===== src/logic/msx_pkg.sv =====
`default_nettype none

package msx_pkg;

   localparam int CONF_LEN          = 16;  // Bytes per record
   localparam int BLOCK_BYTES_SHIFT = 14;  // Size unit is 16 KB
   localparam int SLOT_ENTRIES      = 64;  // 4 slots x 4 subslots x 4 blocks
   localparam int LOOKUP_ENTRIES    = 16;
   localparam logic [15:0] UPLOAD_INDEX = 16'd1;

   typedef logic  [7:0] byte_t;
   typedef logic [27:0] ddr3_addr_t;
   typedef logic [26:0] ram_addr_t;
   typedef logic [24:0] data_size_t;
   typedef logic  [5:0] block_idx_t;      // {slot, subslot, block}
   typedef logic  [3:0] slot_sub_t;       // {slot, subslot}
   typedef logic  [3:0] ref_ram_t;
   typedef logic [15:0] lookup_size_t;    // In 16 KB units
   typedef logic  [2:0] pattern_t;

   typedef enum logic [3:0] {
      CONFIG_NONE,
      CONFIG_SLOT_A,                      // Cartridge records, skipped
      CONFIG_SLOT_B,
      CONFIG_SLOT_INTERNAL,
      CONFIG_KBD_LAYOUT,                  // Skipped
      CONFIG_CONFIG
   } config_typ_t;

   typedef enum logic [7:0] {
      ROM_NONE,
      ROM_ROM,
      ROM_RAM
   } data_id_t;

   typedef enum logic [7:0] {
      MAPPER_UNUSED,
      MAPPER_NONE,
      MAPPER_ASCII8,
      MAPPER_ASCII16,
      MAPPER_KONAMI,
      MAPPER_KONAMI_SCC,
      MAPPER_RAM
   } mapper_typ_t;

   typedef enum logic [7:0] {
      DEVICE_NONE,
      DEVICE_FDC
   } device_typ_t;

   typedef enum logic [1:0] {
      MSX1,
      MSX2,
      MSX2P
   } msx_typ_t;

   typedef enum logic [3:0] {
      STATE_IDLE,
      STATE_CLEAN,
      STATE_READ_CONF,
      STATE_READ_CONF2,
      STATE_CHECK_CONFIG,
      STATE_FILL_RAM,
      STATE_FILL_RAM2,
      STATE_STORE_SLOT_CONFIG,
      STATE_ERROR
   } state_t;

endpackage

`default_nettype wire

===== src/logic/fill_pattern_gen.sv =====
`timescale 1ns/1ps
`default_nettype none

module fill_pattern_gen (
   input  wire msx_pkg::pattern_t  pattern,
   input  wire msx_pkg::ram_addr_t ram_addr,
   input  wire msx_pkg::ram_addr_t region_base,
   input  wire msx_pkg::byte_t     ddr3_dout,
   output msx_pkg::byte_t          ram_din
);

   logic [8:0] pos;

   assign pos = 9'(ram_addr - region_base);   // Offset inside the region

   always_comb begin
      case (pattern)
         3'd0:    ram_din = ddr3_dout;
         3'd1:    ram_din = 8'hFF;
         3'd2:    ram_din = 8'h00;
         3'd3:    ram_din = {8{pos[8] ~^ pos[1]}};   // Pairs, phase flips at 256
         3'd4:    ram_din = {8{pos[8] ^ pos[0]}};    // Alternating bytes
         3'd5:    ram_din = {8{pos[7]}};             // Runs of 128
         default: ram_din = 8'hFF;
      endcase
   end

endmodule

`default_nettype wire


===== config.mk =====
export PLATFORM = sky130hd
export DESIGN_NAME = fill_pattern_gen
export DESIGN_NICKNAME = d
export VERILOG_FILES = /design/src/logic/msx_pkg.sv /design/src/logic/fill_pattern_gen.sv
export SDC_FILE = /design/constraint.sdc
export NUM_CORES = 1
export LEC_CHECK = 0
export ABC_AREA = 1
export BUFFER_PORTS_ARGS = -buffer_cell sky130_fd_sc_hd__buf_2
export CORE_MARGIN = 2
export CORE_UTILIZATION = 30
export DETAILED_ROUTE_END_ITERATION = 12
export PLACE_DENSITY = 0.77
export SKIP_LAST_GASP = 1
export SLEW_MARGIN = 10
export SYNTH_ARGS = -nofsm -noshare
export SYNTH_HDL_FRONTEND = slang
export SYNTH_SLANG_ARGS = --single-unit
export TNS_END_PERCENT = 20

===== constraint.sdc =====
create_clock -name vclk -period 7.75
set_clock_uncertainty 0.1 [all_clocks]
set_input_delay 2.325 -clock vclk [all_inputs]
set_output_delay 2.325 -clock vclk [all_outputs]
set_load 0.01 [all_outputs]

-- Word-level counts from Yosys, hierarchy flattened
Index checks and enable logic that the tools add are counted.
- input port bits: 65
- word-level logic and storage cells: 9
- ROM bits: 0
- bits in latches: 0
- memories kept: 0
- bits in writable memories: 0
- output and inout bits: 8
- register bits: 0
- equality and inequality tests: 4
- reductions and logical operators: 1
- add/sub/neg operators: 1
- multipliers: 0
- order comparisons: 0
- shift operators: 0
- multiplexer cells: 1
- bitwise gates (word level): 2
- divide/modulo/power cells: 0
- operators with widths (operator ; count):
    $pmux W8 S5 ; 1
    $sub A9 B9 Y9 ; 1
    $eq A3 B2 Y1 const B ; 2
    $eq A3 B3 Y1 const B ; 2
    $logic_not A3 Y1 ; 1
    $xnor A1 B1 Y1 ; 1
    $xor A1 B1 Y1 ; 1

-- Depth between registers and ports, before layout
- depth after elaboration: 3
- depth in mapped cells: 12
- mapped depth without buffers: 12

-- Worst setup path after synthesis
Ideal clock, no wire load.
- path type: input to output
- start: in ram_addr[0]
- end: out ram_din[0]
- cell stages on the path: 12
- slack: 1.752 ns
- arrival time: 3.573 ns
- cells stage by stage: inv_1 -> ha_1 -> inv_1 -> fa_1 -> nand2_1 -> nand2_1 -> nand3_2 -> nand2_2 -> nand2_2 -> nand3b_2 -> nand3_4 -> nand4_1
- longest elaborated chain between the ends: 3
- elaborated cells on any way between the ends: 4
- those cells by class: add/sub: 1; mux: 1; bitwise: 2
- ends and longest elaborated chain (item ; RTL line ; text):
    start: declaration ; fill_pattern_gen.sv:6 ; input wire msx_pkg::ram_addr_t ram_addr,
    $sub A9 B9 Y9 * ; fill_pattern_gen.sv:14 ; assign pos = 9'(ram_addr - region_base);
    $xor A1 B1 Y1 or $xnor A1 B1 Y1 (tied branches) ; fill_pattern_gen.sv:22, fill_pattern_gen.sv:21 ;
    $pmux W8 S5 * ; fill_pattern_gen.sv:17 ; case (pattern)
    end: declaration ; fill_pattern_gen.sv:9 ; output msx_pkg::byte_t ram_din
Mark *: on every way between the ends. The rest lies on a longest branch, timed or not.

-- Final worst setup path
- start: in ram_addr[0]
- end: out ram_din[5]
The elaborated chain is that of the path after synthesis.

==> impl_results.md <==
* Synth area leaders: ha_1 (18%), inv_1 (11%), nand2_1 (9.3%)
* Multi-input gate area at 504 sq um
* Pwr/cell area at around 72 nW/um^2
* Peak supply drop at about 0.000026 V
* CP peak stage delay at between 300 and 400 ps
* RSZ-0062 raised after global routing: false
* I/O Buffers at 37
* Final-stage net count at 200
* Maxcap violations at 0
* Post-CTS Setup Inserts at 0
* Vias per cell at approximately 4.6
* Seq/Total Area, Yosys at 0%
* DP HPWL at around 1300 microns
* Antenna cell count at 0
* Worst hold slack at approximately 5000 ps
* Fmax achieved at about 0.16 GHz
* WL final at roughly 1300 microns
* 1st-iter DRT viols at 9
* Row Count at 15
* Crit start category: input port
* Buffers and inverters on the worst path at 4
* Fin Setup TNS at 0 ps
* Area delta synth->final at 38.1%
* Gp weighted congestion at ~0.78
* Layout cells sized above 1 at about 44%
* CP Max Fanout at 8
* Post-CTS Hold Fix Bufs at 0
* Yosys Warn Count at 0
* Arrival @ worst endpoint at ~3800 ps
* Die height at 47.5 microns
* Crit-path leading delay family: simple AND/OR/NAND/NOR gates
* Via count at just under 700
* Most frequent cell after synthesis: inv_1
* Leak at approximately 0.45 nW
* Sequential cell count at 0
* Finished Cell Area at 785 sq um
* GRT Overall Usage at approximately 11%
* Worst-Margin Slew at around 530 ps
* Hold depth at 4
* Die W at ~48 microns
* Avg Inst Size Synth at 6.53 sq um
* Post_cts resized at 0
* Mapped Nets at 161
* Relative slew slack at between 60% and 70%
* Power, Total at around 0.000056 W
* Total grt overflow at 0
* CP Capture Type: primary output
* Syn Std Cell Area at around 570 sq um
* DR WL/cell at 8.99 microns
* Slowest stage cell, crit path: fa_1
* Area leader, netlist: ha_1
* Worst min path class: input port to primary output
* Die area at roughly 2300 sq um
* TritonRoute pass-1 iters at 5
* Mapped Cells at slightly below 90
* Status: finished, final reports clean
* I/O pin count at 73
* Commonest cells in the netlist: inv_1 (16), nand2_1 (14), a21oi_1 (10)
* DRC viols at 0
* Final Cycle Share at between 80% and 90%
* Top cell type's share of synthesized area at 17.6%
* DP Area at roughly 800 sq um
* Pre-CTS setup slack at between 1000 and 1500 ps
* Core box area at approximately 1700 sq um
* Starting Density at between 30% and 40%
* Fin crit period at ~6300 ps
* Final-layout clock buffer total at 0
* Fillcell total at ~180
* Setup violators final at 0
* Hold Path End: ram_din[1]
* Final Hold Viols at 0
* Vias in the first global route at 551
* Count of final max-slew check failures at 0
* Reg area at 0 sq um
* CP Cell Sequence: buf_2 -> inv_1 -> ha_1 -> inv_1 -> fa_1 -> nand2_1 -> nand2_1 -> nand3_2 -> nand2_2 -> nand2_2 -> nand3b_2 -> nand3_4 -> nand4_1 -> buf_2
* ANT nets after route at 0
* Post-synthesis cell type count at 21
* Global-route wire length before repair at a little under 2000 microns
* CP Data Required Time at 5330 ps
* Hold path startpoint: ddr3_dout[1]
* Largest net degree at the start of global routing at 9
* Crit path kind: input port to primary output
* Antenna violations before repair at 0
* Setup WS post-layout at roughly 1500 ps
## logic make-up after synthesis
logic type | share of synthesized area [%]
buf+inv | 11.2
fa+ha+maj | 21.1
compound gates | 11.2
simple gates | 53.5
xor+xnor | 2.86
## final cells by class
class                      count  share of cell area [%]
inverter                      17                    8.13
multi-input combinational     70                    64.3
tap                           25                    3.99
timing repair buffer          37                    23.6
## how the worst max path moves through the flow
stage,from,to,slack (ps),depth (start not counted)
5_1_grt,ram_addr[0],ram_din[5],1320,14
4_1_cts,ram_addr[0],ram_din[5],1460,14
3_5_place_dp,ram_addr[0],ram_din[5],1460,14
3_3_place_gp,ram_addr[0],ram_din[2],1490,13
6_report,ram_addr[0],ram_din[5],1480,14
2_1_floorplan,ram_addr[0],ram_din[0],1750,12
## tightest hold or removal path, delay by kind of cell
kind | cells | cell delay (ps)
AOI/OAI and AO/OA | 1 | 50
buffers and inverters | 2 | 200
and+or+nand+nor | 1 | 70
## per-layer routing
metal  track usage (%)  vias to the layer above  routed length [microns]
met4              1.11                        0                        0
met3             0.377                        0                       50
met5                 0                        -                        0
li1                  -                      374                        -
met2              22.2                       17                      793
met1              13.8                      293                      496
## power breakdown
part,switching (W),internal (W)
clock,0,0
sequential,0,0
combinational,0.0000312,0.0000252
total,0.0000312,0.0000252
## stage by stage
stage	cells	util [%]
6_report	149	44.9
5_1_grt	149	44.9
4_1_cts	149	44.9
3_5_place_dp	149	44.9
3_3_place_gp	149	44.9
2_1_floorplan	87	-
## cells in the final DEF, fill, tap and decap left out
cell type and count:
nand3b_2 2, nor2_1 4, a21oi_2 1, inv_1 16, nand4_1 8, nor3_1 1, nand3_4 2, ha_1 8
and2_1 1, nor3_2 1, fa_1 1, nor2_2 1, buf_2 37, nand2_2 4, a21oi_1 10, o21ai_1 1
xnor2_2 1, nand3_1 5, nand3_2 4, inv_2 1, nor2_4 1, nand2_1 14
No activity file was read; power rests on OpenSTA's default activity.
