**src/logic/msx_pkg.sv**
```systemverilog
`default_nettype none

package msx_pkg;

   localparam int CONF_LEN          = 16;  // Bytes per record
   localparam int BLOCK_BYTES_SHIFT = 14;  // Size unit is 16 KB
   localparam int SLOT_ENTRIES      = 64;  // 4 slots x 4 subslots x 4 blocks
   localparam int LOOKUP_ENTRIES    = 16;
   localparam logic [15:0] UPLOAD_INDEX = 16'd1;

   typedef logic  [7:0] byte_t;
   typedef logic [27:0] ddr3_addr_t;
   typedef logic [26:0] ram_addr_t;
   typedef logic [24:0] data_size_t;
   typedef logic  [5:0] block_idx_t;      // {slot, subslot, block}
   typedef logic  [3:0] slot_sub_t;       // {slot, subslot}
   typedef logic  [3:0] ref_ram_t;
   typedef logic [15:0] lookup_size_t;    // In 16 KB units
   typedef logic  [2:0] pattern_t;

   typedef enum logic [3:0] {
      CONFIG_NONE,
      CONFIG_SLOT_A,                      // Cartridge records, skipped
      CONFIG_SLOT_B,
      CONFIG_SLOT_INTERNAL,
      CONFIG_KBD_LAYOUT,                  // Skipped
      CONFIG_CONFIG
   } config_typ_t;

   typedef enum logic [7:0] {
      ROM_NONE,
      ROM_ROM,
      ROM_RAM
   } data_id_t;

   typedef enum logic [7:0] {
      MAPPER_UNUSED,
      MAPPER_NONE,
      MAPPER_ASCII8,
      MAPPER_ASCII16,
      MAPPER_KONAMI,
      MAPPER_KONAMI_SCC,
      MAPPER_RAM
   } mapper_typ_t;

   typedef enum logic [7:0] {
      DEVICE_NONE,
      DEVICE_FDC
   } device_typ_t;

   typedef enum logic [1:0] {
      MSX1,
      MSX2,
      MSX2P
   } msx_typ_t;

   typedef enum logic [3:0] {
      STATE_IDLE,
      STATE_CLEAN,
      STATE_READ_CONF,
      STATE_READ_CONF2,
      STATE_CHECK_CONFIG,
      STATE_FILL_RAM,
      STATE_FILL_RAM2,
      STATE_STORE_SLOT_CONFIG,
      STATE_ERROR
   } state_t;

endpackage

`default_nettype wire
```
**src/logic/upload_tracker.sv**
```systemverilog
`timescale 1ns/1ps
`default_nettype none

module upload_tracker (
   input  wire                clk,
   input  wire                reset,
   input  wire                ioctl_download,
   input  wire         [15:0] ioctl_index,
   input  wire msx_pkg::ram_addr_t ioctl_addr,
   input  wire                reload,
   output logic               load,
   output msx_pkg::ram_addr_t image_size
);

   logic download_last;

   always_ff @(posedge clk) begin
      if (reset) begin
         download_last <= 1'b0;
         load          <= 1'b0;
         image_size    <= '0;
      end else begin
         download_last <= ioctl_download;
         load          <= reload;            // Reload reuses the last size
         if (download_last && !ioctl_download && ioctl_index == msx_pkg::UPLOAD_INDEX) begin
            image_size <= ioctl_addr;        // Final address is the byte count
            load       <= 1'b1;
         end
      end
   end

endmodule

`default_nettype wire

```
**config.mk**
```make
export PLATFORM = sky130hd
export DESIGN_NAME = upload_tracker
export DESIGN_NICKNAME = d
export VERILOG_FILES = /design/src/logic/msx_pkg.sv /design/src/logic/upload_tracker.sv
export SDC_FILE = /design/constraint.sdc
export NUM_CORES = 1
export LEC_CHECK = 0
export BUFFER_PORTS_ARGS = -buffer_cell sky130_fd_sc_hd__buf_4
export CORE_MARGIN = 2
export CORE_UTILIZATION = 39
export CTS_CLUSTER_DIAMETER = 120
export DETAILED_ROUTE_END_ITERATION = 10
export PLACE_DENSITY = 0.8
export SLEW_MARGIN = 10
export SYNTH_ARGS = -nofsm -noshare
export SYNTH_HDL_FRONTEND = slang
export SYNTH_SLANG_ARGS = --single-unit
```
**constraint.sdc**
```tcl
create_clock -name clk -period 1.25 [get_ports clk]
set_clock_uncertainty 0.1 [all_clocks]
set_input_delay 0.125 -clock clk [delete_from_list [all_inputs] [get_ports clk]]
set_output_delay 0.125 -clock clk [all_outputs]
set_load 0.05 [all_outputs]
```
## After elaboration in Yosys (flattened, before gate mapping)

Cells that the tools add are included.

| word-level totals | value |
|---|---|
| bits of input ports | 47 |
| register bits after elaboration | 29 |
| logic and storage cells | 8 |

| operators by class | value |
|---|---|
| reduce and logical (&&, ||, !) cells | 3 |
| multiplexer cells | 1 |
| eq/ne operators | 1 |

Operators with widths:

| kind | count |
|---|---|
| $eq 16x1->1 const B | 1 |
| $logic_and 1x1->1 | 2 |
| $logic_not 1->1 | 1 |
| $mux 1 | 1 |

## Logic depth before layout (Yosys ltp)

Gate-level depths: netlist of run 1.

| logic depth | value |
|---|---|
| word-level depth | 4 |
| depth in mapped cells | 5 |
| depth with buffers taken out | 4 |

## Worst setup path after synthesis of run 1

Ideal clock, no wire load.

| timing path | value |
|---|---|
| path type | input-to-reg |
| from | input port ioctl_index[4] |
| to | register image_size[10] |
| data arrival time | 1.164 ns |
| data required time | 1.078 ns |
| path buffers | 1 |
| slack | -0.086 ns |
| cell stages on the path | 5 |
| setup time | 0.072 ns |
| cells stage by stage | nor4b_4 -> nand4b_4 -> nor2_8 -> buf_12 -> mux2i_1 |

| on the way | value |
|---|---|
| word-level cells in the longest chain between the ends | 2 |

Ends and longest elaborated chain:

| element | line | source |
|---|---|---|
| start: declaration | upload_tracker.sv:8 | `input wire [15:0] ioctl_index,` |
| $eq 16x1->1 | upload_tracker.sv:25 | `if (download_last && !ioctl_download && ioctl_index == msx_pkg::UPLOAD_INDEX) begin` |
| $logic_and 1x1->1 | upload_tracker.sv:25 |  |
| end signal: assignment | upload_tracker.sv:26 | `image_size <= ioctl_addr;` |
| end: declaration | upload_tracker.sv:12 | `output msx_pkg::ram_addr_t image_size` |

No other way between the ends.
A chain may end at the register's enable or synchronous reset.

## Worst setup path in the final report of run 1

| timing path | value |
|---|---|
| from | register download_last |
| to | register image_size[4] |

| on the way | value |
|---|---|
| word-level cells in the longest chain between the ends | 2 |

Ends and longest elaborated chain:

| element | line | source |
|---|---|---|
| start: declaration | upload_tracker.sv:15 | `logic download_last;` |
| start signal: assignment | upload_tracker.sv:23 | `download_last <= ioctl_download;` |
| $logic_and 1x1->1 (2 in series) | upload_tracker.sv:25 |  |

No other way between the ends.

==> metrics.md, run 1 <==
| Metric | Value |
|---|---|
| Via count | 1256 |
| Sequential share of the synthesized area | 42.2% |
| Clock latency on the worst-skew pair | 0.31 ns |
| Met1 WL | 1440 µm |
| Die Span X | 63.4 µm |
| Worst-path cell chain | nand4b_4 -> nor2_8 -> clkbuf_16 -> mux2i_1 |
| CTS clk-pin slew, worst paths | 0.08 ns |
| CP Capture Type | register |
| Max Cap Violations | 0 |
| Net count after synthesis | 174 |
| Core Region | 3360 µm² |
| Total grt overflow | 0 |
| Final period utilization | 94.5% |
| Largest net degree at the start of global routing | 57 |
| Max clock buf depth | 2 |
| Share of cells above drive strength 1 | 39.2% |
| DRC | 0 |
| Initial antenna violation count | 0 |
| Final hold vios | 0 |
| ANT cells | 0 |
| IO buf count | 74 |
| Worst hold path class | in2reg |
| Critical Path Fanout Max | 8 |
| GRT Total Usage | 18.2% |
| Count of pins over their slew limit | 0 |
| Status | finished clean |
| Power, Total | 0.00178 W |
| R2R depth | 4 |
| FMAX | 0.846 GHz |
| Number of synthesized register bits | 29 |
| H-tree levels | 2 |
| DR vias/cell | 4.52 |
| Met2 wire len | 1740 µm |
| Worst EP arrival | 1.33 ns |
| Worst Setup Path Type | reg2reg |
| Metal3 WL | 311 µm |
| Clock Sinks | 29 |
| CP bufs+invs | 1 |
| Die H | 63.4 µm |
| Top Family by Delay on Critical Path | flip-flops |
| Syn Inst Count | 127 |
| Pre-antenna DRT Iters | 4 |
| Fin nets | 279 |
| DR WL/cell | 12.6 µm |
| YS warnings | 0 |
| Syn-to-layout area delta | 70.9% |
| DIE AREA | 4020 µm² |
| Final setup viols | 0 |
| Initial drt markers | 27 |
| Tmin final | 1.18 ns |
| WHS Path Cells | 2 |
| Clock Tree Root | clkbuf_4 |
| Row count | 21 |
| Worst Path Required | 1.40 ns |
| Least-Margin Pin Slew | 0.364 ns |
| Levels on crit path | 4 |
| Detail Placement HPWL | 2390 µm |
| Boundary Pins | 75 |
| Routed wire length | 3510 µm |
| RD Place Congestion | 0.674 |
| Cell variety after synth | 13 |
| Final core occ | 69.9% |
| Unrepaired setup endpoints after global routing | false |
| Initial Utilization | 40.9% |
| Vias in the first global route | 1328 |
| Max VDD drop | 0.664 mV |
| Worst setup SP type | register |
| Post-CTS setup buffers | 0 |
| Worst rel slew slack | 75.8% |
| TritonCTS clock tree | built |
| Netlist Area Pre-Place | 1380 µm² |
| CP peak stage delay | 0.35 ns |
| Max stage delay cell, worst path | dfxtp_2 |
| Total CTS buffers | 5 |
| Post-Syn Area per Cell | 10.8 µm² |
| Leakage | 1.02 nW |
| PD cells | 757 nW/µm² |
| Antenna Nets Post-Route | 0 |
| Top Layer Used | met4 |
| First-pass GRT wire length | 5750 µm |
per-layer routing:
metal,GRT usage [%],vias up
met1,18.8,574
met2,32.8,55
met4,4.62,0
li1,-,625
met3,8.93,2
met5,0,-
final cells by class:
type                    count  area, µm²
flip-flops and latches     29        582
clock buffers               7       55.1
well taps                  46       57.6
multi-input cells          90        744
fillers                   274       1010
repair buffers            106        911
power by group:
part / internal [W] / total, W / switching (W)
clock network: 0.000265 / 0.000570 / 0.000305
registers: 0.000927 / 0.000928 / 0.00000172
logic: 0.000196 / 0.000280 / 0.0000842
metrics by stage:
step | TNS, ns | setup WS [ns] | std cells | instance area [µm²] | hold WS, ns
after floorplan | -1.10 | -0.0590 | 127 | 1390 | 0.153
after global placement | -3.43 | -0.139 | 241 | 1980 | 0.245
after detailed placement | -4.68 | -0.197 | 241 | 1980 | 0.252
after CTS | 0 | 0.0404 | 277 | 2320 | 0.0985
after global routing | 0 | 0.00859 | 278 | 2350 | 0.148
final | 0 | 0.0686 | 278 | 2350 | 0.115
logic make-up after synthesis:
group | after synthesis | synth area share [%]
AO/OA/AOI/OAI | 1 | 0.728
buffers and inverters | 8 | 4.55
flip-flops | 29 | 42.2
multiplexers | 27 | 19.7
AND/OR/NAND/NOR | 62 | 32.8
Yosys cell counts:
master | n | area share (%)
nor2_8 | 1 | 1.5
o21ba_1 | 1 | 0.73
nor2b_1 | 1 | 0.46
nor4_4 | 1 | 1.5
nand2_2 | 1 | 0.46
nand4b_4 | 1 | 1.7
dfxtp_1 | 29 | 42
nor4b_4 | 1 | 1.7
nor4_1 | 2 | 0.91
buf_12 | 2 | 2.9
nand2b_1 | 54 | 25
mux2i_1 | 27 | 20
clkbuf_1 | 6 | 1.6
registers in the layout, indices dropped and copies added (netlist names):
signal and flops:
download_last 1, image_size 27, load 1
path summary, 6_finish.rpt:
kind | startpoint | endpoint | slack (ns)
setup / recovery | download_last | image_size[4] | 0.07
setup reg to reg | download_last | image_size[4] | 0.07
hold / removal | reset | download_last | 0.11
hold reg to reg | image_size[2] | image_size[2] | 0.38
placed cells by master (no fill, tap or decap):
cell type	instances
o21ba_1	1
nand2b_1	54
nand4b_4	1
nand2_2	1
buf_4	74
nor4_4	1
mux2i_1	27
clkbuf_16	1
dlygate4sd3_1	29
clkbuf_1	1
dfxtp_1	28
nor2b_1	1
dfxtp_2	1
nor2_8	1
nor4_2	2
buf_12	2
clkbuf_8	1
nor4b_4	1
clkbuf_4	5
repair_timing:
action / 4_1_cts / 5_1_grt
gates resized for setup: 0 / 1
setup endpoints to repair: 0 / 6
endpoints found under the hold margin: 29 / 0
hold buffers: 29 / 0
(Power assumes the default switching activity.)
==> inputs of run 2 (changes only) <==
- CTS_BUF_LIST: default -> sky130_fd_sc_hd__clkbuf_16
==> run 2 against run 1 <==
- core utilization shrank 6.5 points
- power grew 24%
- non-clock buffer count shrank 28
- worst hold slack lost 0.083 ns
- critical path depth is the same
==> metrics.md, run 2 (synthesis results as in run 1) <==
| Metric | Value |
|---|---|
| Status | finished clean |
| Vias in the first global route | 1165 |
| Boundary Pins | 75 |
| Clock Tree Root | clkbuf_16 |
| Placed Instances | 241 |
| DR vias/cell | 4.52 |
| Worst hold path class | in2reg |
| Total grt overflow | 0 |
| Row count | 21 |
| Critical Path Fanout Max | 17 |
| FMAX | 0.850 GHz |
| Die Span X | 63.4 µm |
| Detail Placement HPWL | 2390 µm |
| Worst Path Required | 1.34 ns |
| Layer with the highest usage | met2 |
| DR WL/cell | 12.8 µm |
| Unrepaired setup endpoints after global routing | false |
| Fin cells | 250 |
| Worst Setup Path Type | reg2reg |
| Most common cell after layout, fill and taps aside | buf_4 |
| Max Cap Violations | 0 |
| Worst rel slew slack | 76.0% |
| Max VDD drop | 0.889 mV |
| CP Capture Type | register |
| Tmin final | 1.18 ns |
| M2 GR Usage | 28.4% |
| Initial antenna violation count | 0 |
| Worst setup SP type | register |
| Clock latency on the worst-skew pair | 0.26 ns |
| Die H | 63.4 µm |
| Largest reg by FF count | image_size |
| Initial drt markers | 25 |
| GRT Total Usage | 16.6% |
| Power, Total | 0.00221 W |
| PD cells | 1030 nW/µm² |
| TritonCTS clock tree | built |
| Largest net degree at the start of global routing | 57 |
| Syn-to-layout area delta | 55.0% |
| Top Family by Delay on Critical Path | flip-flops |
| Leakage | 0.933 nW |
| Final period utilization | 94.2% |
| Top flop regs | image_size (27), download_last (1), load (1) |
| CP bufs+invs | 1 |
| Grt met3 use | 8.21% |
| H-tree levels | 2 |
| Worst-path cell chain | nand4b_4 -> nor2_8 -> buf_12 -> mux2i_1 |
| Final setup viols | 0 |
| Clock Sinks | 29 |
| Total CTS buffers | 5 |
| Antenna Nets Post-Route | 0 |
| Worst EP arrival | 1.27 ns |
| Final core occ | 63.4% |
| First-pass GRT wire length | 5150 µm |
| DRC | 0 |
| Final hold vios | 0 |
| Max FFs per register | 27 |
| CP peak stage delay | 0.33 ns |
| Commonest cells after routing, fill and taps aside | 74 x buf_4, 54 x nand2b_1, 28 x dfxtp_1 |
| Least-Margin Pin Slew | 0.360 ns |
| Initial Utilization | 40.9% |
| Share of cells above drive strength 1 | 43.6% |
| Core Region | 3360 µm² |
| Fin nets | 251 |
| DIE AREA | 4020 µm² |
| Max stage delay cell, worst path | dfxtp_2 |
| CTS clk-pin slew, worst paths | 0.05 ns |
| Routed wire length | 3200 µm |
| Count of pins over their slew limit | 0 |
| IO buf count | 74 |
| Max clock buf depth | 2 |
| RD Place Congestion | 0.674 |
| Grt met1 use | 17.6% |
| ANT cells | 0 |
| Post-CTS setup buffers | 0 |
| Via count | 1129 |
| Pre-antenna DRT Iters | 4 |
## run 2: through the flow
| step | hold slack [ns] | worst slack [ns] | TNS [ns] | cell area [µm²] |
|---|---|---|---|---|
| floorplan | 0.153 | -0.0590 | -1.10 | 1390 |
| global placement | 0.245 | -0.139 | -3.43 | 1980 |
| detailed placement | 0.252 | -0.197 | -4.68 | 1980 |
| CTS | 0.0279 | 0.0473 | 0 | 2130 |
| global route | 0.0334 | 0.0133 | 0 | 2130 |
| finish | 0.0314 | 0.0730 | 0 | 2130 |
## run 2: timing repair
item                                    4_1_cts  5_1_grt
gates resized for setup                       0        1
hold endpoints to repair                      2        0
hold buffers                                  2        0
endpoints found under the setup margin        0        5
## run 2: area by class of cell
| cell class | count | area, µm² |
|---|---|---|
| clock buffer | 5 | 125 |
| clock inverter | 2 | 7.51 |
| fill | 296 | 1230 |
| multi-input combinational | 90 | 744 |
| sequential | 29 | 582 |
| tap | 46 | 57.6 |
| timing repair buffer | 78 | 616 |
## run 2: report_power, final
| group | switching, W | internal [W] | leakage [nW] | total (W) |
|---|---|---|---|---|
| Sequential | 0.00000166 | 0.000931 | 0.234 | 0.000933 |
| Clock | 0.000355 | 0.000706 | 0.0685 | 0.00106 |
| Combinational | 0.0000704 | 0.000141 | 0.630 | 0.000212 |
| Total | 0.000427 | 0.00178 | 0.933 | 0.00221 |
## run 2: final timing paths
path / from / to / slack [ns] / cells after the start
worst max-delay path: download_last / image_size[7] / 0.07 / 4
worst min-delay path: ioctl_addr[1] / image_size[1] / 0.03 / 3
worst max register to register: download_last / image_size[7] / 0.07 / 4
worst min register to register: image_size[20] / image_size[20] / 0.37 / 2
## run 2: tightest hold or removal path: stages
cell,delay [ns]
buf_4,0.11
nand2b_1,0.06
mux2i_1,0.06
## run 2: layer usage
| metal | vias up | part of all wire, % |
|---|---|---|
| li1 | 566 | - |
| met1 | 499 | 41 |
| met2 | 58 | 48 |
| met3 | 6 | 10 |
| met4 | 0 | 1.3 |
| met5 | - | 0 |
==> inputs of run 3 (changes only) <==
- PLACE_DENSITY: 0.8 -> 0.85
==> run 3 against run 2 <==
- sequential power barely moved
- die area did not move
- worst hold slack worse by 0.0093 ns
- cell area is 0.35% higher
- setup slack lost 0.013 ns
- fmax fell by 1.1%
- power grew 0.42%
- flip-flop and latch count is the same
- count of clock-buffer cells in the layout unchanged
==> metrics.md, run 3 (synthesis results as in run 1) <==
| Metric | Value |
|---|---|
| RD Place Congestion | 0.723 |
| Final period utilization | 95.2% |
| Final core occ | 63.6% |
| Final hold vios | 0 |
| Detail Placement HPWL | 2130 µm |
| Worst rel slew slack | 75.5% |
| Worst hold path class | in2reg |
| Initial Utilization | 40.9% |
| Clock Sinks | 29 |
| ANT cells | 0 |
| Unrepaired setup endpoints after global routing | true |
| Initial drt markers | 33 |
| Worst EP arrival | 1.28 ns |
| Max stage delay cell, worst path | dfxtp_2 |
| Critical Path Fanout Max | 13 |
| DIE AREA | 4020 µm² |
| Most common cell after layout, fill and taps aside | buf_4 |
| Boundary Pins | 75 |
| H-tree levels | 2 |
| Max clock buf depth | 2 |
| Clock Tree Root | clkbuf_16 |
| Via count | 1107 |
| Top Family by Delay on Critical Path | flip-flops |
| Worst setup SP type | register |
| Multi-input gate area | 744 µm² |
| GRT Total Usage | 16.0% |
| Final setup viols | 0 |
| Worst Setup Path Type | reg2reg |
| Count of pins over their slew limit | 0 |
| Fill count | 286 |
| Total grt overflow | 0 |
| Routed wire length | 2960 µm |
| TritonCTS clock tree | built |
| Antenna Nets Post-Route | 0 |
| DRC | 0 |
| Leakage | 0.938 nW |
| CP Capture Type | register |
| Core Region | 3360 µm² |
| Fin nets | 252 |
| Max FFs per register | 27 |
| CTS clk-pin slew, worst paths | 0.05 ns |
| IO buf count | 74 |
| PD cells | 1040 nW/µm² |
| Total CTS buffers | 5 |
| Syn-to-layout area delta | 55.6% |
| Least-Margin Pin Slew | 0.367 ns |
| Max VDD drop | 0.828 mV |
| Commonest cells after routing, fill and taps aside | 75 x buf_4, 54 x nand2b_1, 28 x dfxtp_1 |
| Status | finished clean |
| Power, Total | 0.00221 W |
| Largest reg by FF count | image_size |
| Post-CTS setup buffers | 0 |
| Initial antenna violation count | 0 |
| CP peak stage delay | 0.34 ns |
| CP bufs+invs | 1 |
| First-pass GRT wire length | 4840 µm |
| Area occupied by registers | 582 µm² |
| DR WL/cell | 11.8 µm |
| Vias in the first global route | 1106 |
| Worst Path Required | 1.34 ns |
| DR vias/cell | 4.41 |
| Setup Total Neg Slack | 0 ns |
| Row count | 21 |
| Clock latency on the worst-skew pair | 0.27 ns |
| Max Cap Violations | 0 |
| Largest net degree at the start of global routing | 57 |
| Tmin final | 1.19 ns |
| Pre-antenna DRT Iters | 4 |
| Die H | 63.4 µm |
| Share of cells above drive strength 1 | 43.9% |
| Die Span X | 63.4 µm |
| Top flop regs | image_size (27), download_last (1), load (1) |
| Worst-path cell chain | nand4b_4 -> nor2_8 -> buf_12 -> mux2i_1 |
| FMAX | 0.840 GHz |
## run 3: metal layers
layer / part of all wire (%) / global-route usage (%)
met1: 39 / 17.4
met2: 50 / 25.5
met3: 8.6 / 8.57
met4: 2.5 / 7.61
met5: 0 / 0
## run 3: what timing repair did
action	4_1_cts	5_1_grt
hold buffers	2	0
endpoints found under the setup margin	1	1
gates resized for setup	1	0
endpoints found under the hold margin	2	0
pin swaps	0	0
## run 3: worst register-to-register path: cells and delay by family (launching register included)
kind	cells	cell delay, ns
and+or+nand+nor	2	0.30
buffers and inverters	1	0.17
DFF	1	0.34
muxes	1	0.22
## run 3: metrics by stage
step                cell area [µm²]  cells  setup slack (ns)  hold slack (ns)
global route                   2140    251          -0.00151           0.0241
detailed placement             1990    242            -0.178            0.250
finish                         2140    251            0.0600           0.0221
global placement               1990    242            -0.139            0.246
floorplan                      1390    127           -0.0590            0.153
CTS                            2140    251            0.0238           0.0180
## run 3: worst paths after layout
path | startpoint | to | slack, ns | depth (start not counted)
worst max-delay path | download_last | image_size[1] | 0.06 | 4
worst min-delay path | ioctl_addr[4] | image_size[4] | 0.02 | 3
worst min register to register | image_size[11] | image_size[11] | 0.37 | 2
worst max register to register | download_last | image_size[1] | 0.06 | 4
## run 3: cell type report
class	count	area share, %
multi-input cells	90	34.8
clock inverters	2	0.351
well taps	46	2.69
clock buffers	5	5.85
repair buffers	79	29.1
flip-flops and latches	29	27.2
## run 3: power breakdown
part	switching (W)	internal (W)
Clock	0.000366	0.000706
Sequential	0.00000178	0.000931
Combinational	0.0000684	0.000141
