==> src/logic/msx_pkg.sv <==
`default_nettype none

package msx_pkg;

   localparam int CONF_LEN          = 16;  // Bytes per record
   localparam int BLOCK_BYTES_SHIFT = 14;  // Size unit is 16 KB
   localparam int SLOT_ENTRIES      = 64;  // 4 slots x 4 subslots x 4 blocks
   localparam int LOOKUP_ENTRIES    = 16;
   localparam logic [15:0] UPLOAD_INDEX = 16'd1;

   typedef logic  [7:0] byte_t;
   typedef logic [27:0] ddr3_addr_t;
   typedef logic [26:0] ram_addr_t;
   typedef logic [24:0] data_size_t;
   typedef logic  [5:0] block_idx_t;      // {slot, subslot, block}
   typedef logic  [3:0] slot_sub_t;       // {slot, subslot}
   typedef logic  [3:0] ref_ram_t;
   typedef logic [15:0] lookup_size_t;    // In 16 KB units
   typedef logic  [2:0] pattern_t;

   typedef enum logic [3:0] {
      CONFIG_NONE,
      CONFIG_SLOT_A,                      // Cartridge records, skipped
      CONFIG_SLOT_B,
      CONFIG_SLOT_INTERNAL,
      CONFIG_KBD_LAYOUT,                  // Skipped
      CONFIG_CONFIG
   } config_typ_t;

   typedef enum logic [7:0] {
      ROM_NONE,
      ROM_ROM,
      ROM_RAM
   } data_id_t;

   typedef enum logic [7:0] {
      MAPPER_UNUSED,
      MAPPER_NONE,
      MAPPER_ASCII8,
      MAPPER_ASCII16,
      MAPPER_KONAMI,
      MAPPER_KONAMI_SCC,
      MAPPER_RAM
   } mapper_typ_t;

   typedef enum logic [7:0] {
      DEVICE_NONE,
      DEVICE_FDC
   } device_typ_t;

   typedef enum logic [1:0] {
      MSX1,
      MSX2,
      MSX2P
   } msx_typ_t;

   typedef enum logic [3:0] {
      STATE_IDLE,
      STATE_CLEAN,
      STATE_READ_CONF,
      STATE_READ_CONF2,
      STATE_CHECK_CONFIG,
      STATE_FILL_RAM,
      STATE_FILL_RAM2,
      STATE_STORE_SLOT_CONFIG,
      STATE_ERROR
   } state_t;

endpackage

`default_nettype wire
==> src/logic/config_sequencer.sv <==
`timescale 1ns/1ps
`default_nettype none

module config_sequencer (
   input  wire                      clk,
   input  wire                      reset,
   input  wire                      load,
   input  wire msx_pkg::ram_addr_t  image_size,
   input  wire msx_pkg::byte_t      ddr3_dout,
   input  wire                      ddr3_ready,
   input  wire                      sdram_ready,
   output logic                     reset_rq,
   output msx_pkg::ddr3_addr_t      ddr3_addr,
   output logic                     ddr3_rd,
   output logic                     ddr3_request,
   output msx_pkg::ram_addr_t       ram_addr,
   output logic                     ram_ce,
   output msx_pkg::pattern_t        pattern,
   output msx_pkg::ram_addr_t       region_base,
   output logic                     clear_en,
   output msx_pkg::block_idx_t      clear_idx,
   output logic                     store_en,
   output msx_pkg::slot_sub_t       store_slot,
   output msx_pkg::byte_t           mode,
   output msx_pkg::byte_t           param,
   output msx_pkg::mapper_typ_t     mapper,
   output msx_pkg::device_typ_t     device,
   output msx_pkg::data_id_t        data_id,
   output msx_pkg::ref_ram_t        ref_ram,
   output msx_pkg::ram_addr_t       lookup_addr [msx_pkg::LOOKUP_ENTRIES],
   output msx_pkg::lookup_size_t    lookup_size [msx_pkg::LOOKUP_ENTRIES],
   output logic                     lookup_ro   [msx_pkg::LOOKUP_ENTRIES],
   output msx_pkg::byte_t           ram_size,
   output logic                     use_fdc,
   output logic               [3:0] slot_expander_en,
   output msx_pkg::msx_typ_t        msx_typ
);

   msx_pkg::state_t     state;
   msx_pkg::byte_t      conf [msx_pkg::CONF_LEN];
   logic          [3:0] conf_idx;
   msx_pkg::data_size_t data_size;
   logic                ref_add;           // Region written for this record

   wire advance = ddr3_ready & ~ddr3_rd;

   assign reset_rq    = !(state == msx_pkg::STATE_IDLE || state == msx_pkg::STATE_ERROR);
   assign clear_en    = advance && state == msx_pkg::STATE_CLEAN;
   assign store_en    = advance && state == msx_pkg::STATE_STORE_SLOT_CONFIG;
   assign region_base = lookup_addr[ref_ram];

   always_ff @(posedge clk) begin
      if (reset) begin
         state        <= msx_pkg::STATE_IDLE;
         ddr3_rd      <= 1'b0;
         ddr3_request <= 1'b0;
         ram_ce       <= 1'b0;
      end else begin
         if (ram_ce) begin
            ram_ce   <= 1'b0;
            ram_addr <= ram_addr + 1'd1;
         end
         if (ddr3_ready && ddr3_rd) begin
            ddr3_rd   <= 1'b0;
            ddr3_addr <= ddr3_addr + 1'd1;
         end
         if (load) begin
            state     <= msx_pkg::STATE_CLEAN;
            ddr3_rd   <= 1'b0;
            ddr3_addr <= '0;
            ram_addr  <= '0;
            clear_idx <= '0;
            conf_idx  <= '0;
            ref_ram   <= '0;
            ref_add   <= 1'b0;
            ram_size  <= '0;
            use_fdc   <= 1'b0;
         end else if (advance) begin
            case (state)
               msx_pkg::STATE_CLEAN: begin
                  ddr3_request <= 1'b1;
                  clear_idx    <= clear_idx + 1'd1;
                  if (clear_idx == msx_pkg::block_idx_t'(msx_pkg::SLOT_ENTRIES - 1))
                     state <= msx_pkg::STATE_READ_CONF;
               end
               msx_pkg::STATE_READ_CONF: begin
                  conf_idx <= '0;
                  if (ddr3_addr >= msx_pkg::ddr3_addr_t'(image_size)) begin
                     state <= msx_pkg::STATE_IDLE;   // End of image
                  end else begin
                     ddr3_rd <= 1'b1;
                     state   <= msx_pkg::STATE_READ_CONF2;
                  end
               end
               msx_pkg::STATE_READ_CONF2: begin
                  conf[conf_idx] <= ddr3_dout;
                  conf_idx       <= conf_idx + 1'd1;
                  if (conf_idx == 4'(msx_pkg::CONF_LEN - 1))
                     state <= msx_pkg::STATE_CHECK_CONFIG;
                  else
                     ddr3_rd <= 1'b1;
               end
               msx_pkg::STATE_CHECK_CONFIG: begin
                  data_size <= '0;
                  if ({conf[0], conf[1], conf[2]} != {"M", "S", "X"}) begin
                     state <= msx_pkg::STATE_ERROR;
                  end else begin
                     case (msx_pkg::config_typ_t'(conf[3][7:4]))
                        msx_pkg::CONFIG_CONFIG: begin
                           slot_expander_en <= conf[4][3:0];
                           msx_typ          <= msx_pkg::msx_typ_t'(conf[4][5:4]);
                           state            <= msx_pkg::STATE_READ_CONF;
                        end
                        msx_pkg::CONFIG_SLOT_INTERNAL: begin
                           store_slot <= conf[3][3:0];
                           data_id    <= msx_pkg::data_id_t'(conf[4]);
                           data_size  <= msx_pkg::data_size_t'({conf[5][2:0], conf[6]})
                                         << msx_pkg::BLOCK_BYTES_SHIFT;
                           device     <= msx_pkg::device_typ_t'(conf[7]);
                           mapper     <= msx_pkg::mapper_typ_t'(conf[8]);
                           mode       <= conf[9];
                           param      <= conf[10];
                           pattern    <= conf[11][2:0];
                           if (msx_pkg::device_typ_t'(conf[7]) == msx_pkg::DEVICE_FDC)
                              use_fdc <= 1'b1;
                           if (msx_pkg::data_id_t'(conf[4]) == msx_pkg::ROM_RAM &&
                               ram_size < conf[6])
                              ram_size <= conf[6];
                           state      <= msx_pkg::STATE_FILL_RAM;
                        end
                        default: state <= msx_pkg::STATE_READ_CONF;
                     endcase
                  end
               end
               msx_pkg::STATE_FILL_RAM: begin
                  if (!ram_ce) begin
                     if (data_size != '0) begin
                        ref_add              <= 1'b1;
                        lookup_addr[ref_ram] <= ram_addr;
                        lookup_size[ref_ram] <= msx_pkg::lookup_size_t'(
                                                data_size >> msx_pkg::BLOCK_BYTES_SHIFT);
                        lookup_ro[ref_ram]   <= data_id != msx_pkg::ROM_RAM;
                        if (data_id == msx_pkg::ROM_ROM) begin
                           pattern <= '0;            // Copy from DDR3
                           ddr3_rd <= 1'b1;          // Prefetch first byte
                        end
                        state <= msx_pkg::STATE_FILL_RAM2;
                     end else begin
                        state <= msx_pkg::STATE_STORE_SLOT_CONFIG;
                     end
                  end
               end
               msx_pkg::STATE_FILL_RAM2: begin
                  if (sdram_ready && !ram_ce) begin
                     data_size <= data_size - 1'd1;
                     ram_ce    <= 1'b1;
                     if (data_size == 25'd1)
                        state <= msx_pkg::STATE_FILL_RAM;
                     else if (data_id == msx_pkg::ROM_ROM)
                        ddr3_rd <= 1'b1;
                  end
               end
               msx_pkg::STATE_STORE_SLOT_CONFIG: begin
                  ref_ram <= ref_ram + msx_pkg::ref_ram_t'(ref_add);
                  ref_add <= 1'b0;
                  state   <= msx_pkg::STATE_READ_CONF;
               end
               default: ddr3_request <= 1'b0;   // Idle and error
            endcase
         end
      end
   end

endmodule

`default_nettype wire

==> config.mk <==
export PLATFORM = sky130hd
export DESIGN_NAME = config_sequencer
export DESIGN_NICKNAME = d
export VERILOG_FILES = /design/src/logic/msx_pkg.sv /design/src/logic/config_sequencer.sv
export SDC_FILE = /design/constraint.sdc
export NUM_CORES = 1
export LEC_CHECK = 0
export ABC_AREA = 1
export BUFFER_PORTS_ARGS = -buffer_cell sky130_fd_sc_hd__buf_4
export CORE_AREA = 2 2 355 357
export CTS_CLUSTER_DIAMETER = 100
export DETAILED_ROUTE_END_ITERATION = 16
export DIE_AREA = 0 0 357 359
export PLACE_DENSITY = 0.5
export SLEW_MARGIN = 20
export SYNTH_ARGS = -nofsm -noshare
export SYNTH_HDL_FRONTEND = slang
export SYNTH_SLANG_ARGS = --single-unit
==> constraint.sdc <==
create_clock -name clk -period 14.5 [get_ports clk]
set_clock_uncertainty 0.15 [all_clocks]
set_input_delay 2.175 -clock clk [delete_from_list [all_inputs] [get_ports clk]]
set_output_delay 2.175 -clock clk [all_outputs]
set_load 0.01 [all_outputs]
# Yosys cells after proc, flatten, opt, wreduce, memory -nomap -nowiden
# Memories as Yosys holds them, arrays and structs flattened. A register that Yosys moved wholly into a read port is not among the register bits.
# Cells that the tools add are included.
[classes] n_addsub=6 n_eq_ne=34 n_bitwise=10 reduce_logical=45 n_lt_le_gt_ge=4 muxes=73
[ops] cell="$bwmux W432" n=1
[ops] cell="$bwmux W256" n=1
[ops] cell="$bmux W27 S4" n=1
[ops] cell="$demux W27 S4" n=1
[ops] cell="$mux W27" n=4
[ops] cell="$mux W25" n=3
[ops] cell="$demux W16 S4" n=1
[ops] cell="$pmux W25 S2" n=1
[ops] cell="$mux W8" n=5
[ops] cell="$mux W4" n=9
[ops] cell="$reduce_and A6 Y1" n=5
[ops] cell="$add A28 B1 Y28 const B" n=1
[ops] cell="$ge A28 B27 Y1" n=1
[ops] cell="$mux W28" n=1
[ops] cell="$pmux W4 S7" n=1
[ops] cell="$add A27 B1 Y27 const B" n=1
[ops] cell="$mux W1" n=27
[ops] cell="$eq A25 B1 Y1 const B" n=1
[ops] cell="$reduce_bool A25 Y1" n=1
[ops] cell="$sub A25 B1 Y25 const B" n=1
[ops] cell="$ne A24 B23 Y1 const B" n=1
[ops] cell="$reduce_bool A2 Y1" n=11
[ops] cell="$eq A4 B3 Y1 const B" n=5
[ops] cell="$mux W3" n=6
[ops] cell="44 further kinds" n=82
[totals] inputBits=40 reg_bits=844 word_cells=241 mem_count=1 output_inout_bits=864 mem_bits_rw=128
[mem_list] name="conf" words=16 word_bits=8 rd=12 rd_ports_with_merged_regs=3 write_ports=1 line_no="config_sequencer.sv:40" text="msx_pkg::byte_t conf [msx_pkg::CONF_LEN];"

# Depth between registers and ports, before layout
# Gate-level depths: netlist of the first run.
# An unclocked memory read counts as a cell.
[depth] word_depth=8 mapped_depth=15 mapped_depth_nobuf=15

# Least setup slack after synthesis of the first run
# No wires, ideal clock.
[synth_timing] path_type="input port to flip-flop" startpoint="input load" endpoint="register data_id[0], read port of conf, enable pin" setup_slack_ps=8178 setup_time_ps=500 t_arrival_ps=5672 required_ps=13850 path_stages=5 path_cell_list="nor2_1 inv_1 nor2_1 inv_1 nor3_1"
[synth_via] elab_chain_len=2
[synth_lines] item="start: declaration" line_no="config_sequencer.sv:7" text="input wire load,"
[synth_lines] item="$not A1 Y1 (no line)"
[synth_lines] item="$reduce_and A6 Y1 (no line)"
[synth_lines] item="end: declaration" line_no="config_sequencer.sv:28" text="output msx_pkg::data_id_t data_id,"
# No other way between the ends.
# A chain may end at the register's enable or synchronous reset.

# Worst setup path after layout of the first run
[layout_timing] startpoint="register ref_ram[0]" endpoint="output region_base[0]"
[layout_via] elab_chain_len=4
[layout_lines] item="start: declaration" line_no="config_sequencer.sv:29" text="output msx_pkg::ref_ram_t ref_ram,"
[layout_lines] item="start signal: assignment" line_no="config_sequencer.sv:164" text="ref_ram <= ref_ram + msx_pkg::ref_ram_t'(ref_add);"
[layout_lines] item="$not A4 Y5 (implied by the code)" line_no="config_sequencer.sv:50" text="assign region_base = lookup_addr[ref_ram];"
[layout_lines] item="$bmux W27 S4" line_no="config_sequencer.sv:50"
[layout_lines] item="$mux W27 (implied by the code) (2 in a row)" line_no="config_sequencer.sv:50"
[layout_lines] item="end: declaration" line_no="config_sequencer.sv:19" text="output msx_pkg::ram_addr_t region_base,"
# No other way between the ends. The select of a mux whose other input is x is not followed.

==> reports/summary.txt, run 1 <==
DIE AREA -> 0.128 mm2
final core utilization -> 36.9%
core area -> 0.125 mm2
post-synthesis adder-cell area fraction -> 1.62%
post-synthesis simple-gate area fraction -> 13.3%
final worst slack -> 7790 ps
Cells after DPL -> 4951
M2 GR Usage -> 34.8%
slowest cell on the critical path -> buf_4
reg2reg setup slack -> 9850 ps
worst endpoint data arrival time -> 4390 ps
initial antenna violation count -> 8
sequential power share -> 51.3%
FF-to-FF path depth -> 7
syn_area_per_cell -> 13.8 um2
Post-Synth XOR/XNOR Area -> 0.480%
cts bufs inserted -> 95
Worst-Margin Slew -> 1250 ps
number of nets with antenna violations after routing -> 0
1st-pass router iterations -> 6
CTS tree -> done
clock sinks -> 874
Syn-to-layout area delta -> 32.5%
DR vias -> 25175
pin count of the biggest net entering global routing -> 203
dpl ws -> 8500 ps
status -> finished, final reports clean
CP required -> 12180 ps
#FFs+latches synth -> 874
Post-Synthesis Cells -> 2515
hold_buf cts -> 0
Pwr per Cell Area -> 118 mW/mm2
Critical Path End -> region_base[0]
Final Hold Fails -> 0
first-pass GRT wire length -> 197000 um
Detailed Place HPWL -> 102000 um
cell family with the largest share of critical-path delay -> buffers and inverters
crit path kind -> flop to output pin
Worst R2R Start -> ref_ram[0]
sw frac -> 22.4%
Die Ht -> 359 um
most frequent CP cell -> buf_4
met3 usage -> 6.90%
Post-Layout Cell Count -> 5128
post_cts resized -> 0
Critical Path Source Type -> flop
Reg clk slew, reported paths -> 60 ps
Routed WL per cell -> 28.3 um
max cap viols -> 0
final setup TNS -> 0 ps
Starting Density -> 27.8%
max incr delay on CP -> 720 ps
R2R Path End -> lookup_addr[294]
Buf+Inv Stages, Crit Path -> 4
postcts setup bufs -> 0
sw power -> 1.21 mW
complex-gate fraction of the synthesized area -> 4.32%
Ys Warns -> 0
gr usage total -> 21.8%
row cnt -> 130
Via density -> 4.91
busiest metal layer after global routing -> met2
worst IR drop on VDD -> 0.000126 V
Post-DP Area -> 0.0429 mm2
Routed WL -> 145000 um
Synth top area share -> 75.1%
RD Place Congestion -> 0.948
sequential area share after synthesis -> 75.5%
P_int -> 4.21 mW
htree depth -> 3
grt met1 use -> 27.3%
share of post-route cells with drive strength above 1 -> 31.4%
fin area -> 0.0460 mm2
period utilization -> 46.3%
vias in the first global route -> 23980
initial DRC count -> 2745
Max Slew Vio Count -> 0
Final Setup Violations -> 0
leakage -> 16.7 nW
synth unique cells -> 47
worst relative slew slack -> 16.8%
mux share of post-synthesis cell area -> 0%
crit-path max FO -> 60
crit path launch -> ref_ram[0]
worst-case clock buffer depth -> 3
# DRC -> 0
WP depth -> 9
Synth area leader -> edfxtp_1
unrepaired setup endpoints after global routing -> no
largest family of logic cells by synthesized area -> simple AND/OR/NAND/NOR gates
Synth area leaders -> edfxtp_1 75%, nand3_1 5.2%, nand2_1 3.0%, a22oi_1 2.3%, nor2_1 2.0%
crit end category -> output pin
Max Clk Rate -> 149 MHz
Die W -> 357 um
Min-Delay Path Class -> flop to flop
Nets -> 3483
worst-skew pair later-pin latency -> 670 ps
Cell Area, Synth -> 0.0347 mm2
grt ovf -> 0
Port-buffer cells -> 823
Cell Chain, Critical Path -> buf_4 > nor2_4 > buf_4 > buf_4 > a22oi_1 > nand3_1 > nand2_1 > nand4_1 > buf_4
min Tclk post-route -> 6710 ps
IO Pins -> 904
Clk network pwr share -> 44.6%
CTS root buffer -> clkbuf_16
Logic pwr share -> 4.1%
==> routing by layer <==
metal  up-vias  part of all wire (%)  wire (um)
li1      10878                     -          -
met1     12734                    40      57300
met2      1307                    46      67200
met3       250                   9.8      14200
met4         6                   4.3       6250
met5         -                 0.023         33
==> worst min path at each step <==
| stage | startpoint | end | slack [ps] | cells past startpoint |
|---|---|---|---|---|
| 2_1_floorplan | conf[8][0] | mapper[0] | 250 | 0 |
| 3_3_place_gp | conf[9][5] | mode[5] | 250 | 0 |
| 3_5_place_dp | conf[9][6] | mode[6] | 260 | 0 |
| 4_1_cts | conf[8][1] | mapper[1] | 270 | 0 |
| 5_1_grt | conf[9][6] | mode[6] | 280 | 0 |
| 6_report | conf[8][1] | mapper[1] | 270 | 0 |
==> cell families (layout without fill, tap and decap cells) <==
kind of cell | count (synthesis) | in the layout
AOI/OAI and AO/OA | 233 | 233
DFF | 874 | 874
xor gates and xnor gates | 19 | 19
and+or+nand+nor | 992 | 992
adders and majority gates | 45 | 45
other | 1 | 81
buffers and inverters | 351 | 1234
==> registers in the layout, indices dropped and copies added (netlist names), 2 cells and up <==
| name | cells |
|---|---|
| data_id | 8 |
| lookup_ro | 16 |
| slot_expander_en | 4 |
| ram_size | 8 |
| param | 8 |
| ram_addr | 27 |
| state | 4 |
| ref_ram | 4 |
| data_size | 25 |
| clear_idx | 6 |
| mapper | 8 |
| pattern | 3 |
| device | 8 |
| store_slot | 4 |
| lookup_size | 176 |
| conf | 86 |
| mode | 8 |
| msx_typ | 2 |
| lookup_addr | 432 |
| conf_idx | 4 |
| ddr3_addr | 28 |
==> cell usage in the layout (no fill, tap or decap), drive strengths merged <==
master / instances
buf: 881
edfxtp: 867
nand3: 366
nand2: 290
nor2: 203
inv: 182
clkbuf: 111
a22oi: 108
conb: 80
nand4: 69
a21oi: 62
ha: 45
clkinv: 42
o21ai: 37
nor3: 34
o21a: 13
xor2: 12
nor3b: 11
bufinv: 9
clkinvlp: 9
nor4: 8
xnor2: 7
dfxtp: 7
o22ai: 6
or2: 4
a31oi: 3
nand3b: 2
nor4b: 2
and3: 2
diode: 1
a21boi: 1
o221a: 1
a311oi: 1
nor2b: 1
a21o: 1
==> through the flow <==
stage,power [mW],hold WS (ps)
2_1_floorplan,2.96,250
3_3_place_gp,3.06,251
3_5_place_dp,3.06,255
4_1_cts,5.48,267
5_1_grt,5.58,276
6_report,5.42,266
==> layout make-up <==
type | instances | area, um2
diodes | 1 | 2.50
clock buffers | 111 | 2440
clock inverters | 65 | 641
fillers | 12088 | 78600
inverters | 177 | 667
multi-input cells | 1369 | 7330
flip-flops and latches | 874 | 26200
well taps | 1650 | 2060
repair buffers | 881 | 6630
==> Yosys cell counts, drive strengths merged <==
| cell | instances |
|---|---|
| edfxtp | 867 |
| o21a | 13 |
| and3 | 2 |
| o21ai | 37 |
| ha | 45 |
| a21boi | 1 |
| dfxtp | 7 |
| a311oi | 1 |
| o22ai | 6 |
| clkbuf | 71 |
| a21oi | 62 |
| nand2 | 290 |
| nor2 | 203 |
| or2 | 4 |
| nor4b | 2 |
| nand4 | 69 |
| nor3 | 34 |
| nor4 | 8 |
| a31oi | 3 |
| xnor2 | 7 |
| clkinv | 3 |
| buf | 103 |
| inv | 174 |
| nand3 | 366 |
| o221a | 1 |
| conb | 1 |
| nor2b | 1 |
| a21o | 1 |
| nor3b | 11 |
| xor2 | 12 |
| nand3b | 2 |
| a22oi | 108 |
==> power groups by stage <==
stage | sequential, mW | clock [mW] | combinational, mW
2_1_floorplan | 2.84 | 0 | 0.121
3_3_place_gp | 2.84 | 0 | 0.222
3_5_place_dp | 2.84 | 0 | 0.224
4_1_cts | 2.78 | 2.47 | 0.224
5_1_grt | 2.78 | 2.56 | 0.243
6_report | 2.78 | 2.42 | 0.223
==> worst register-to-register path, cell delays in order (launching register included) <==
cell and delay [ps]:
edfxtp_1 320, buf_4 690, inv_4 550, nor2_4 240, buf_4 630, nand2_1 440, nor2_4 730, buf_4 510
No activity file was read; power rests on OpenSTA's default activity.
==> inputs of run 2 (changes only) <==
- ABC_AREA: 1 -> 0
- CORE_AREA: 2 2 355 357 -> 2 2 351 353
- DIE_AREA: 0 0 357 359 -> 0 0 353 355
- PLACE_DENSITY: 0.5 -> 0.51
- clock period: 14.5 -> 5.49 ns (I/O delays scaled with it)
==> run 2 against run 1 <==
Core utilization up 0.55 points. Routed wire length down 13%. Synthesized area down 2.5%. Clock power rose to 2.6 times the previous value. Largest cell class unchanged.
==> reports/summary.txt, run 2 <==
Min-Delay Path Class -> flop to flop
Detailed Place HPWL -> 90500 um
Hold WS -> 263 ps
Synth top area share -> 77.0%
most frequent cells in the layout -> 867 x edfxtp_1, 866 x buf_4, 135 x mux4_2
htree depth -> 3
Max Slew Vio Count -> 0
initial antenna violation count -> 3
Async SR Flop Fraction -> 0%
Critical Path Source Type -> flop
Cells after DPL -> 4202
Die W -> 353 um
1st-pass router iterations -> 7
Worst R2R Start -> data_size[16]
synth unique cells -> 61
most frequent cells after synthesis -> 867 x edfxtp_1, 135 x mux4_2, 118 x nor2_1
Final Setup Violations -> 0
vias in the first global route -> 21012
worst IR drop on VDD -> 0.000278 V
Synth area leaders -> edfxtp_1 77%, mux4_2 9.0%, buf_4 1.8%, ha_1 1.7%, nor2_1 1.3%
min Tclk post-route -> 4340 ps
DIE AREA -> 0.125 mm2
RD Place Congestion -> 0.854
core area -> 0.121 mm2
commonest non-fill, non-tap cell in the layout -> edfxtp_1
routed wl met3 -> 10700 um
IO Pins -> 904
Final Hold Fails -> 0
Most flops, register -> lookup_addr
CTS tree -> done
CTS root buffer -> clkbuf_16
post_cts resized -> 0
gr usage total -> 19.4%
pin count of the biggest net entering global routing -> 84
Pwr per Cell Area -> 314 mW/mm2
hold_buf cts -> 0
reg2reg setup slack -> 1720 ps
unrepaired setup endpoints after global routing -> no
most instantiated library cell after synthesis -> edfxtp_1
max layer used -> met5
fillers -> 11355
Nets -> 2759
max FFs per register -> 432
status -> finished, final reports clean
CP required -> 4520 ps
crit path kind -> flop to output pin
Ys Warns -> 0
Via density -> 4.71
DR vias -> 20611
worst hold endpoint -> param[1]
Die Ht -> 355 um
Post-Layout Cell Count -> 4377
crit path launch -> ref_ram[1]
syn_area_per_cell -> 19.3 um2
worst-case clock buffer depth -> 3
# DRC -> 0
worst relative slew slack -> 19.7%
row cnt -> 128
period utilization -> 79.0%
#FFs+latches synth -> 874
crit end category -> output pin
FF-to-FF path depth -> 7
Worst-Margin Slew -> 1170 ps
Max Clk Rate -> 231 MHz
Synth Flop Type -> edfxtp_1
Syn-to-layout area delta -> 34.3%
Post-Synthesis Cells -> 1748
number of flops mapped to enable cells by yosys -> 867
Reg clk slew, reported paths -> 60 ps
grt ovf -> 0
clock sinks -> 874
wl on met1 -> 47300 um
Routed WL per cell -> 28.8 um
met2 wire length -> 64800 um
worst endpoint data arrival time -> 3360 ps
Starting Density -> 27.9%
first-pass GRT wire length -> 171000 um
number of nets with antenna violations after routing -> 0
Min-Delay Path Depth -> 0
leakage -> 16.3 nW
postcts setup bufs -> 0
Synth area leader -> edfxtp_1
Largest regs -> lookup_addr: 432 flops, lookup_size: 176 flops, conf: 86 flops
worst-skew pair later-pin latency -> 680 ps
initial DRC count -> 1756
max cap viols -> 0
cts bufs inserted -> 95
Port-buffer cells -> 823
share of post-route cells with drive strength above 1 -> 43.5%
R2R Path End -> lookup_addr[22]
HP Start -> conf[10][1]
Cell Area, Synth -> 0.0338 mm2
final setup TNS -> 0 ps
sequential area share after synthesis -> 77.4%
crit-path max FO -> 28
Routed WL -> 126000 um
==> run 2: cell type report <==
| cell class | instances | area (um2) | share of cell area (%) |
|---|---|---|---|
| clock buffers | 112 | 2480 | 5.47 |
| diodes | 3 | 7.51 | 0.0165 |
| multi-input cells | 779 | 7130 | 15.7 |
| repair buffers | 880 | 6790 | 14.9 |
| inverters | 44 | 165 | 0.364 |
| well taps | 1625 | 2030 | 4.48 |
| clock inverters | 60 | 653 | 1.44 |
| flip-flops and latches | 874 | 26200 | 57.6 |
==> run 2: critical path, cell delays in order (launching register included) <==
cell      delay (ps)
edfxtp_1        1040
buf_4            530
mux4_2           360
mux4_2           530
buf_4            170
==> run 2: logic make-up after synthesis <==
logic type	synth area share, %
AND/OR/NAND/NOR	5.61
AO/OA/AOI/OAI	1.57
adder cells (fa/ha/maj)	1.66
XOR/XNOR	1.89
other	0.0111
buffers and inverters	2.83
flip-flops	77.4
multiplexers	9.02
==> run 2: worst max-delay path by stage <==
stage	to	slack, ps
2_1_floorplan	data_id[0]	390
3_3_place_gp	lookup_addr[322]	1650
3_5_place_dp	lookup_addr[16]	1590
4_1_cts	region_base[15]	1000
5_1_grt	region_base[15]	990
6_report	region_base[15]	1150
==> run 2: routing by layer <==
layer / up-vias / global-route usage [%]
li1: 8627 / -
met1: 10741 / 22.7
met2: 1084 / 34.3
met3: 155 / 5.83
met4: 4 / 5.69
met5: - / 0
==> run 2: stage by stage <==
stage | area [um2] | utilization, % | total power [mW] | worst slack [ps]
floorplan | 34100 | - | 7.81 | 392
global placement | 42300 | 34.8 | 8.00 | 1650
detailed placement | 42300 | 34.8 | 8.01 | 1590
CTS | 45400 | 37.4 | 14.4 | 1000
global route | 45400 | 37.4 | 14.7 | 994
finish | 45400 | 37.4 | 14.3 | 1150
==> run 2: power breakdown <==
| group | leakage (nW) | internal, mW | total [mW] | switching, mW |
|---|---|---|---|---|
| Combinational | 6.89 | 0.202 | 0.485 | 0.283 |
| Sequential | 7.94 | 7.32 | 7.38 | 0.0607 |
| Clock | 1.51 | 3.72 | 6.41 | 2.69 |
